**src/ieu_consts.svh**
```systemverilog
`ifndef IEU_CONSTS_SVH
`define IEU_CONSTS_SVH

// datapath widths shared by the whole execution unit

// operand and result word
`define IEU_DATA_WIDTH   32

// instruction address
`define IEU_ADDR_WIDTH   32

// reorder buffer index
`define IEU_TAG_WIDTH    5

// operation class from the reservation station
`define IEU_OPCODE_WIDTH 3

`endif

```
**src/ieu_pkg.sv**
```systemverilog
`include "ieu_consts.svh"

package ieu_pkg;

    typedef logic [`IEU_DATA_WIDTH-1:0] ieu_data_t;
    typedef logic [`IEU_ADDR_WIDTH-1:0] ieu_addr_t;
    typedef logic [`IEU_TAG_WIDTH-1:0]  ieu_tag_t;

    // operation class picked by the reservation station
    typedef enum logic [`IEU_OPCODE_WIDTH-1:0] {
        OP     = 3'd0, // reg-reg alu
        OP_IMM = 3'd1, // reg-imm alu and shifts
        LUI    = 3'd2,
        AUIPC  = 3'd3,
        JAL    = 3'd4,
        JALR   = 3'd5,
        BRANCH = 3'd6
    } ieu_opcode_e;

    typedef enum logic [3:0] {
        ADD  = 4'd0,
        SUB  = 4'd1,
        AND  = 4'd2,
        OR   = 4'd3,
        XOR  = 4'd4,
        SLL  = 4'd5,
        SRL  = 4'd6,
        SRA  = 4'd7,
        SLT  = 4'd8,
        SLTU = 4'd9
    } ieu_alu_func_e;

    // instruction word seen as i-type or b-type
    typedef union packed {
        struct packed {
            logic [11:0] imm;
            logic [4:0]  rs1;
            logic [2:0]  funct3;
            logic [4:0]  rd;
            logic [6:0]  opcode;
        } i;
        struct packed {
            logic        imm_12;
            logic [5:0]  imm_10_5;
            logic [4:0]  rs2;
            logic [4:0]  rs1;
            logic [2:0]  funct3;
            logic [3:0]  imm_4_1;
            logic        imm_11;
            logic [6:0]  opcode;
        } b;
    } ieu_insn_u;

endpackage

```
**src/ieu_decode.sv**
```systemverilog
`timescale 1ns/1ns
`include "ieu_consts.svh"

module ieu_decode (
    input  logic                   clk,
    input  logic                   i_rst_n,
    input  logic                   i_flush,
    input  logic                   i_valid,
    input  ieu_pkg::ieu_opcode_e   i_opcode,
    input  ieu_pkg::ieu_addr_t     i_iaddr,
    input  ieu_pkg::ieu_data_t     i_insn,
    input  ieu_pkg::ieu_data_t     i_src_a,
    input  ieu_pkg::ieu_data_t     i_src_b,
    input  ieu_pkg::ieu_tag_t      i_tag,
    output ieu_pkg::ieu_alu_func_e o_alu_func,
    output ieu_pkg::ieu_data_t     o_src_a,
    output ieu_pkg::ieu_data_t     o_src_b,
    output ieu_pkg::ieu_data_t     o_imm,
    output ieu_pkg::ieu_addr_t     o_iaddr,
    output ieu_pkg::ieu_tag_t      o_tag,
    output logic [2:0]             o_br_func,
    output logic                   o_jmp,
    output logic                   o_br,
    output logic                   o_valid
);
    import ieu_pkg::*;

    ieu_insn_u     insn;
    ieu_data_t     imm_i;
    ieu_data_t     imm_b;
    ieu_data_t     imm_u;
    ieu_data_t     imm_j;
    logic [2:0]    funct3;
    logic          alt;      // insn bit 30, sub / arithmetic shift
    ieu_alu_func_e alu_func;
    ieu_data_t     src_a;
    ieu_data_t     src_b;
    ieu_data_t     imm;
    logic          jmp;
    logic          br;

    assign insn   = i_insn;
    assign funct3 = insn.i.funct3; // same spot in every format
    assign alt    = i_insn[30];

    // sign-extended immediates
    assign imm_i = {{(`IEU_DATA_WIDTH-12){insn.i.imm[11]}}, insn.i.imm};
    assign imm_b = {{(`IEU_DATA_WIDTH-12){insn.b.imm_12}}, insn.b.imm_11,
                    insn.b.imm_10_5, insn.b.imm_4_1, 1'b0};
    assign imm_u = {i_insn[31:12], 12'b0};
    assign imm_j = {{(`IEU_DATA_WIDTH-20){i_insn[31]}}, i_insn[19:12], i_insn[20],
                    i_insn[30:21], 1'b0};

    always_comb begin
        case (funct3)
            3'b000:  alu_func = (i_opcode == OP && alt) ? SUB : ADD; // no subi
            3'b001:  alu_func = SLL;
            3'b010:  alu_func = SLT;
            3'b011:  alu_func = SLTU;
            3'b100:  alu_func = XOR;
            3'b101:  alu_func = alt ? SRA : SRL;
            3'b110:  alu_func = OR;
            default: alu_func = AND;
        endcase
        // everything outside OP / OP_IMM only needs the adder
        if (i_opcode != OP && i_opcode != OP_IMM) begin
            alu_func = ADD;
        end
    end

    // operand muxing per class
    // br marks a pc-relative target (BRANCH and JAL), jmp an unconditional one
    always_comb begin
        src_a = i_src_a;
        src_b = i_src_b;
        imm   = imm_i;
        jmp   = 1'b0;
        br    = 1'b0;
        case (i_opcode)
            OP_IMM: src_b = imm_i;
            LUI: begin
                src_a = '0;
                src_b = imm_u;
            end
            AUIPC: begin
                src_a = i_iaddr;
                src_b = imm_u;
            end
            JAL: begin
                imm = imm_j;
                jmp = 1'b1;
                br  = 1'b1;
            end
            JALR: begin
                src_b = imm_i; // alu sum gives the target
                jmp   = 1'b1;
            end
            BRANCH: begin
                imm = imm_b;
                br  = 1'b1;
            end
            default: begin
            end
        endcase
    end

    always_ff @(posedge clk or negedge i_rst_n) begin
        if (!i_rst_n) begin
            o_valid <= 1'b0;
        end else begin
            o_valid <= i_valid & ~i_flush; // same-cycle issue dies too
        end
    end

    always_ff @(posedge clk) begin
        o_alu_func <= alu_func;
        o_src_a    <= src_a;
        o_src_b    <= src_b;
        o_imm      <= imm;
        o_iaddr    <= i_iaddr;
        o_tag      <= i_tag;
        o_br_func  <= funct3;
        o_jmp      <= jmp;
        o_br       <= br;
    end

endmodule

```
**src/ieu_execute.sv**
```systemverilog
`timescale 1ns/1ns
`include "ieu_consts.svh"

module ieu_execute (
    input  logic                   clk,
    input  logic                   i_rst_n,
    input  logic                   i_flush,
    input  logic                   i_valid,
    input  ieu_pkg::ieu_alu_func_e i_alu_func,
    input  ieu_pkg::ieu_data_t     i_src_a,
    input  ieu_pkg::ieu_data_t     i_src_b,
    input  ieu_pkg::ieu_data_t     i_imm,
    input  ieu_pkg::ieu_addr_t     i_iaddr,
    input  ieu_pkg::ieu_tag_t      i_tag,
    input  logic [2:0]             i_br_func,
    input  logic                   i_jmp,
    input  logic                   i_br,
    output ieu_pkg::ieu_data_t     o_data,
    output ieu_pkg::ieu_addr_t     o_addr,
    output ieu_pkg::ieu_tag_t      o_tag,
    output logic                   o_redirect,
    output logic                   o_valid
);
    import ieu_pkg::*;

    ieu_data_t  alu_res;
    logic [4:0] shamt;
    logic       cmp;
    logic       taken;
    ieu_addr_t  link;
    ieu_addr_t  rel_target;
    ieu_addr_t  target;

    assign shamt = i_src_b[4:0];

    always_comb begin
        case (i_alu_func)
            ADD:     alu_res = i_src_a + i_src_b;
            SUB:     alu_res = i_src_a - i_src_b;
            AND:     alu_res = i_src_a & i_src_b;
            OR:      alu_res = i_src_a | i_src_b;
            XOR:     alu_res = i_src_a ^ i_src_b;
            SLL:     alu_res = i_src_a << shamt;
            SRL:     alu_res = i_src_a >> shamt;
            SRA:     alu_res = ieu_data_t'($signed(i_src_a) >>> shamt);
            SLT: begin
                alu_res = {{(`IEU_DATA_WIDTH-1){1'b0}}, $signed(i_src_a) < $signed(i_src_b)};
            end
            SLTU: begin
                alu_res = {{(`IEU_DATA_WIDTH-1){1'b0}}, i_src_a < i_src_b};
            end
            default: alu_res = i_src_a + i_src_b;
        endcase
    end

    // branch condition from funct3
    always_comb begin
        case (i_br_func)
            3'b000:  cmp = (i_src_a == i_src_b);                  // beq
            3'b001:  cmp = (i_src_a != i_src_b);                  // bne
            3'b100:  cmp = ($signed(i_src_a) < $signed(i_src_b));  // blt
            3'b101:  cmp = ($signed(i_src_a) >= $signed(i_src_b)); // bge
            3'b110:  cmp = (i_src_a < i_src_b);                   // bltu
            3'b111:  cmp = (i_src_a >= i_src_b);                  // bgeu
            default: cmp = 1'b0;
        endcase
    end

    assign taken      = i_jmp | (i_br & cmp);
    assign link       = i_iaddr + ieu_addr_t'(4);
    assign rel_target = i_iaddr + i_imm;

    // jalr target is the alu sum with bit 0 dropped
    assign target = i_br ? rel_target : {alu_res[`IEU_ADDR_WIDTH-1:1], 1'b0};

    always_ff @(posedge clk or negedge i_rst_n) begin
        if (!i_rst_n) begin
            o_valid    <= 1'b0;
            o_redirect <= 1'b0;
        end else begin
            o_valid    <= i_valid & ~i_flush;
            o_redirect <= i_valid & ~i_flush & taken; // never without valid
        end
    end

    always_ff @(posedge clk) begin
        o_tag  <= i_tag;
        o_addr <= taken ? target : link;
        if (i_jmp) begin
            o_data <= link;
        end else if (i_br) begin
            o_data <= '0; // branches write nothing back
        end else begin
            o_data <= alu_res;
        end
    end

endmodule

```
**src/ieu_top.sv**
```systemverilog
`timescale 1ns/1ns
`include "ieu_consts.svh"

module ieu_top (
    input  logic                 clk,
    input  logic                 i_rst_n,
    input  logic                 i_flush,

    // reservation station issue
    input  logic                 i_fu_valid,
    input  ieu_pkg::ieu_opcode_e i_fu_opcode,
    input  ieu_pkg::ieu_addr_t   i_fu_iaddr,
    input  ieu_pkg::ieu_data_t   i_fu_insn,
    input  ieu_pkg::ieu_data_t   i_fu_src_a,
    input  ieu_pkg::ieu_data_t   i_fu_src_b,
    input  ieu_pkg::ieu_tag_t    i_fu_tag,

    // common data bus
    output logic                 o_cdb_en,
    output logic                 o_cdb_redirect,
    output ieu_pkg::ieu_data_t   o_cdb_data,
    output ieu_pkg::ieu_addr_t   o_cdb_addr,
    output ieu_pkg::ieu_tag_t    o_cdb_tag
);

    // decode -> execute
    ieu_pkg::ieu_alu_func_e alu_func;
    ieu_pkg::ieu_data_t     src_a;
    ieu_pkg::ieu_data_t     src_b;
    ieu_pkg::ieu_data_t     imm;
    ieu_pkg::ieu_addr_t     iaddr;
    ieu_pkg::ieu_tag_t      tag;
    logic [2:0]             br_func;
    logic                   jmp;
    logic                   br;
    logic                   valid;

    ieu_decode decode_i (
        .clk        (clk),
        .i_rst_n    (i_rst_n),
        .i_flush    (i_flush),
        .i_valid    (i_fu_valid),
        .i_opcode   (i_fu_opcode),
        .i_iaddr    (i_fu_iaddr),
        .i_insn     (i_fu_insn),
        .i_src_a    (i_fu_src_a),
        .i_src_b    (i_fu_src_b),
        .i_tag      (i_fu_tag),
        .o_alu_func (alu_func),
        .o_src_a    (src_a),
        .o_src_b    (src_b),
        .o_imm      (imm),
        .o_iaddr    (iaddr),
        .o_tag      (tag),
        .o_br_func  (br_func),
        .o_jmp      (jmp),
        .o_br       (br),
        .o_valid    (valid)
    );

    ieu_execute execute_i (
        .clk        (clk),
        .i_rst_n    (i_rst_n),
        .i_flush    (i_flush),
        .i_valid    (valid),
        .i_alu_func (alu_func),
        .i_src_a    (src_a),
        .i_src_b    (src_b),
        .i_imm      (imm),
        .i_iaddr    (iaddr),
        .i_tag      (tag),
        .i_br_func  (br_func),
        .i_jmp      (jmp),
        .i_br       (br),
        .o_data     (o_cdb_data),
        .o_addr     (o_cdb_addr),
        .o_tag      (o_cdb_tag),
        .o_redirect (o_cdb_redirect),
        .o_valid    (o_cdb_en)
    );

endmodule

```
**config.mk**
```make
export PLATFORM = sky130hd
export DESIGN_NAME = ieu_top
export DESIGN_NICKNAME = d
export VERILOG_FILES = /design/src/ieu_pkg.sv /design/src/ieu_decode.sv /design/src/ieu_execute.sv /design/src/ieu_top.sv
export VERILOG_INCLUDE_DIRS = /design/src /design/src/src
export SDC_FILE = /design/constraint.sdc
export NUM_CORES = 1
export LEC_CHECK = 0
export BUFFER_PORTS_ARGS = -buffer_cell sky130_fd_sc_hd__buf_2
export CORE_AREA = 2 2 213 215
export DETAILED_ROUTE_END_ITERATION = 7
export DIE_AREA = 0 0 215 217
export PLACE_DENSITY = 0.57
export SLEW_MARGIN = 0
export SYNTH_ARGS = -nofsm -noshare
export SYNTH_HDL_FRONTEND = slang
export SYNTH_SLANG_ARGS = --single-unit
```
**constraint.sdc**
```tcl
create_clock -name clk -period 5 [get_ports clk]
set_clock_uncertainty 0.1 [all_clocks]
set_input_delay 0.5 -clock clk [delete_from_list [all_inputs] [get_ports clk]]
set_output_delay 0.5 -clock clk [all_outputs]
set_load 0.02 [all_outputs]
```
==> flow_results.org <==
** Setup path
- The critical path contains buffers and inverters numbering 2 combined.
- Family with the most delay on the worst path :: compound AO/OA/AOI/OAI gates
- Worst setup path class :: reg2reg
- For the worst setup path, the data arrival time is 4630 ps.
- Critical path startpoint category :: flip-flop
- Stages on worst setup path :: 12
- Endpoint required time on the critical path :: 5310 ps
- Among all stages on the critical path, the largest delay is contributed by sky130_fd_sc_hd__a2111oi_0.
- STA classifies the critical path endpoint as a flip-flop.
- In this run the worst path has a maximum fanout of 12.
- The largest single stage delay on the critical path is 800 ps.
- Critical-path cell list :: inv_1 -> ha_1 -> nor2b_1 -> a2111oi_0 -> o311ai_0 -> o21a_1 -> a211oi_1 -> buf_4 -> o22ai_1 -> o22ai_1 -> a21boi_0 -> mux2i_1
- For the worst flop-to-flop path, the logic depth is 12.
- In this run the worst setup path begins at decode_i.o_src_a[13].
- Counting stages on the worst path, the most repeated cell is sky130_fd_sc_hd__o22ai_1.
- The startpoint identified for the worst register-to-register timing path is decode_i.o_src_a[13].

** Route
- The first detailed-routing pass took 6 iterations.
- Routed len/inst :: 25.6 µm
- Total length of routed wires :: 75000 µm
- The routed layout has ~18000 vias.
- Remaining antenna violation count :: 0
- Via density :: between 6 and 7
- In this run, the number of DRC markers left after iteration 0 of detailed routing was 1966.
- Detailed-route DRC error count :: 0

** STA
- Pin slew with the least headroom to its limit :: 1150 ps
- In this run the tightest slew margin relative to its limit is 23.1%.
- Once routing completed, OpenROAD measured the worst setup slack at 681 ps.
- Final period demand of the worst path :: around 4300 ps
- Setup repair after global routing missed its margin :: false
- Fmax :: approximately 230 MHz
- On the final layout, the worst hold slack is 13.7 ps.
- Dividing the final minimum period by the clock period gives 86.4%.
- The final-report hold violation count came to 0.
- Final slew viol count :: 0
- Setup TNS :: 0 ps
- Setup violation total in the final timing report :: 0

** Yosys
- After synthesis the netlist holds a flip-flop and latch count of 203.
- Share of the yosys chip area belonging to registers :: 23.2%
- Area share of the largest cell type after synthesis :: 22.8%
- Combined area of all synthesized cells :: 17500 µm²
- Synthesized net count :: ~2400
- Syn avg cell area :: around 8.2 µm²
- The synthesized design contains 0 enable-type register cells.
- Proportion of synthesized flip-flops having asynchronous set or reset :: under 10%
- Cell type with the largest total area after synthesis :: sky130_fd_sc_hd__dfxtp_1
- Syn Inst Count :: 2148
- Yosys cell types :: 89
- Dominant cells by area after synthesis :: sky130_fd_sc_hd__dfxtp_1 (23%), sky130_fd_sc_hd__ha_1 (9.2%), sky130_fd_sc_hd__mux4_2 (8.2%)
- For this run, the leading register cell type out of synthesis is sky130_fd_sc_hd__dfxtp_1.
- For this run, the number of Yosys warnings is 0.

** Final layout
- 0 antenna diodes ended up in the layout.
- The post-route netlist has 17.9% of its cells at a drive strength greater than 1.
- Final non-filler cell total :: slightly below 3000
- Compared with the post-synthesis result, the final layout area differs by 15.6%.
- Most common cell after layout, fill and taps aside :: sky130_fd_sc_hd__nand2_1
- Final #Nets :: 2583
- Highest-count cells in the layout ignoring fill and taps :: sky130_fd_sc_hd__nand2_1 (216), sky130_fd_sc_hd__buf_2 (203), sky130_fd_sc_hd__dfxtp_1 (196)
- Fill cells in the final layout number approximately 4500.

** Power and ir drop
- Switching power share of the total :: 39.9%
- Worst IR drop on VDD :: 0.283 mV
- Sequential Power Share :: 30.7%
- For this design the static power due to leakage is 8.69 nW.
- Internal power comes to 3.88 mW.
- In this run, the combinational gates consume 41.3% of the power.
- The design draws approximately 6.5 mW.
- Of the total power, the clock network draws roughly 28%.
- Summed over all nets, the switching power comes to 2.58 mW.
- PD cells :: 318 nW/µm²

** Clocking
- Gates resized during post-CTS repair numbered 0.
- TritonCTS built the clock tree.
- Reg clk slew, reported paths :: 60 ps
- Number of buffers added by the clock tree synthesis step :: 22
- Maximum number of buffers from clock root to sink :: 3
- Clk sinks :: 203
- At the later pin of the worst-skew pair, clock insertion delay measures 540 ps.
- In this run the number of H-tree levels came out at 1.
- Root cell of the clock tree :: sky130_fd_sc_hd__clkbuf_16

** Min path
- The min-delay analysis places its worst path in the category in2reg.
- Hold depth :: 1
- Hold Crit Start :: i_fu_iaddr[1]

** Floorplanning
- During I/O placement, the number of pins put on the boundary was 211.
- Placement Rows :: 78
- Measured along the x axis, the die boundary spans 215 µm.
- The core region is 44700 µm².
- The initial utilization of the core area, before any placement, comes to 39.3%.
- Die Footprint :: 46700 µm²
- Vertical die dimension :: 217 µm

** Global route
- For this run, global-route usage on met1 was measured as 42.4%.
- The layer flagged by global routing as most heavily used is met2.
- Initial antenna violation count :: 1
- Via count of the first global-routing pass :: 17302
- For met2 alone, demand over resource in global routing was 49.1%.
- Global routing consumed, over all layers together, 31.2% of the routing resources.
- Wire length of the first global-routing pass :: 111000 µm
- Routing usage on met3 :: 4.84%
- The total overflow left after global routing is 0.
- Entering global routing, the biggest net connects 83 pins.

** Run status
- The flow ran to the end, and the final reports show no timing, DRC or antenna violations.

** Placement
- In this run, placement finished with an instance count of 2852.
- Final GP Congestion :: 1.02
- The HPWL after detailed placement is 57700 µm.
- Timing analysis after detailed placement gives a worst setup slack of 823 ps.
- Input and output buffers added on the ports amount to 203.

** Run
- Across the run, the number of max-cap violations was 0.
## cell families after synthesis
family | synth area share [%]
XOR/XNOR | 4.19
buffers and inverters | 6.18
multiplexers | 13.9
flip-flops | 23.2
AO/OA/AOI/OAI | 24.5
AND/OR/NAND/NOR | 18.4
adder cells (fa/ha/maj) | 9.54
## layer usage
layer | vias up | wire, µm
li1 | 8281 | -
met1 | 8829 | 31500
met2 | 1005 | 33000
met3 | 144 | 6930
met4 | 2 | 3550
met5 | - | 13
## layout make-up
type	count	area [µm²]	area share, %
Clock buffer	25	593	2.92
Sequential cell	203	4090	20.1
Inverter	115	432	2.13
Tap cell	600	751	3.70
Timing Repair Buffer	290	1780	8.78
Clock inverter	15	210	1.04
Multi-Input combinational cell	1679	12400	61.3
## stage by stage
step	cell area, µm²	utilization (%)
floorplan	17500	-
global placement	19100	42.8
detailed placement	19100	42.8
CTS	20300	45.4
global route	20300	45.4
finish	20300	45.4
## power groups by stage
stage                     registers [mW]  logic [mW]  clock network (mW)
after CTS                           1.97        2.61                1.84
after floorplan                     2.06        1.62                   0
after detailed placement            2.00        2.57                   0
after global routing                1.99        2.85                1.90
after global placement              2.00        2.56                   0
final                               1.98        2.66                1.81
## cells in the mapped netlist (9+ instances only)
library cell,instances
sky130_fd_sc_hd__dfxtp_1,200
sky130_fd_sc_hd__o22ai_1,9
sky130_fd_sc_hd__o21ai_1,17
sky130_fd_sc_hd__xor2_1,28
sky130_fd_sc_hd__ha_1,129
sky130_fd_sc_hd__a22oi_1,17
sky130_fd_sc_hd__inv_1,111
sky130_fd_sc_hd__o211ai_1,26
sky130_fd_sc_hd__nor2b_1,21
sky130_fd_sc_hd__nor2_1,157
sky130_fd_sc_hd__a211oi_1,48
sky130_fd_sc_hd__nand3_1,81
sky130_fd_sc_hd__a211o_1,9
sky130_fd_sc_hd__mux2_2,21
sky130_fd_sc_hd__clkbuf_1,111
sky130_fd_sc_hd__a21o_1,45
sky130_fd_sc_hd__a21oi_1,120
sky130_fd_sc_hd__a21boi_0,10
sky130_fd_sc_hd__o21bai_1,9
sky130_fd_sc_hd__o221ai_1,15
sky130_fd_sc_hd__o21ai_0,107
sky130_fd_sc_hd__mux2i_1,63
sky130_fd_sc_hd__mux4_2,64
sky130_fd_sc_hd__nand2_1,216
sky130_fd_sc_hd__mux2_1,12
sky130_fd_sc_hd__nor3_1,52
sky130_fd_sc_hd__or3_1,22
sky130_fd_sc_hd__and2_1,17
sky130_fd_sc_hd__a221o_1,28
sky130_fd_sc_hd__buf_1,13
sky130_fd_sc_hd__o31ai_1,14
sky130_fd_sc_hd__buf_2,17
sky130_fd_sc_hd__and3_1,19
sky130_fd_sc_hd__nor4_1,16
sky130_fd_sc_hd__nand2b_1,16
sky130_fd_sc_hd__o21a_1,9
sky130_fd_sc_hd__nand4_1,21
sky130_fd_sc_hd__a22o_1,14
sky130_fd_sc_hd__a31oi_1,31
sky130_fd_sc_hd__xnor2_1,56
sky130_fd_sc_hd__a221oi_1,32
## flip-flops by register name (all words and copies together), names as in the netlist
register	count
decode_i.o_alu_func	4
decode_i.o_br	1
decode_i.o_br_func	3
decode_i.o_iaddr	32
decode_i.o_imm	21
decode_i.o_jmp	1
decode_i.o_src_a	32
decode_i.o_src_b	32
decode_i.o_tag	5
decode_i.o_valid	1
execute_i.o_addr	32
execute_i.o_data	32
execute_i.o_redirect	1
execute_i.o_tag	5
execute_i.o_valid	1
## path summary, 6_finish.rpt
| check | endpoint | slack [ps] |
|---|---|---|
| max in group asynchronous | decode_i.o_valid | 4470 |
| setup reg to reg | execute_i.o_addr[22] | 680 |
| hold reg to reg | execute_i.o_tag[4] | 220 |
| min in group asynchronous | execute_i.o_redirect | 230 |
| setup / recovery | execute_i.o_addr[22] | 680 |
| hold / removal | decode_i.o_iaddr[1] | 10 |
## repair_timing
action / CTS / global route
hold buffers: 35 / 0
buffers inserted: 0 / 0
hold endpoints to repair: 37 / 0
(Power assumes the default switching activity.)
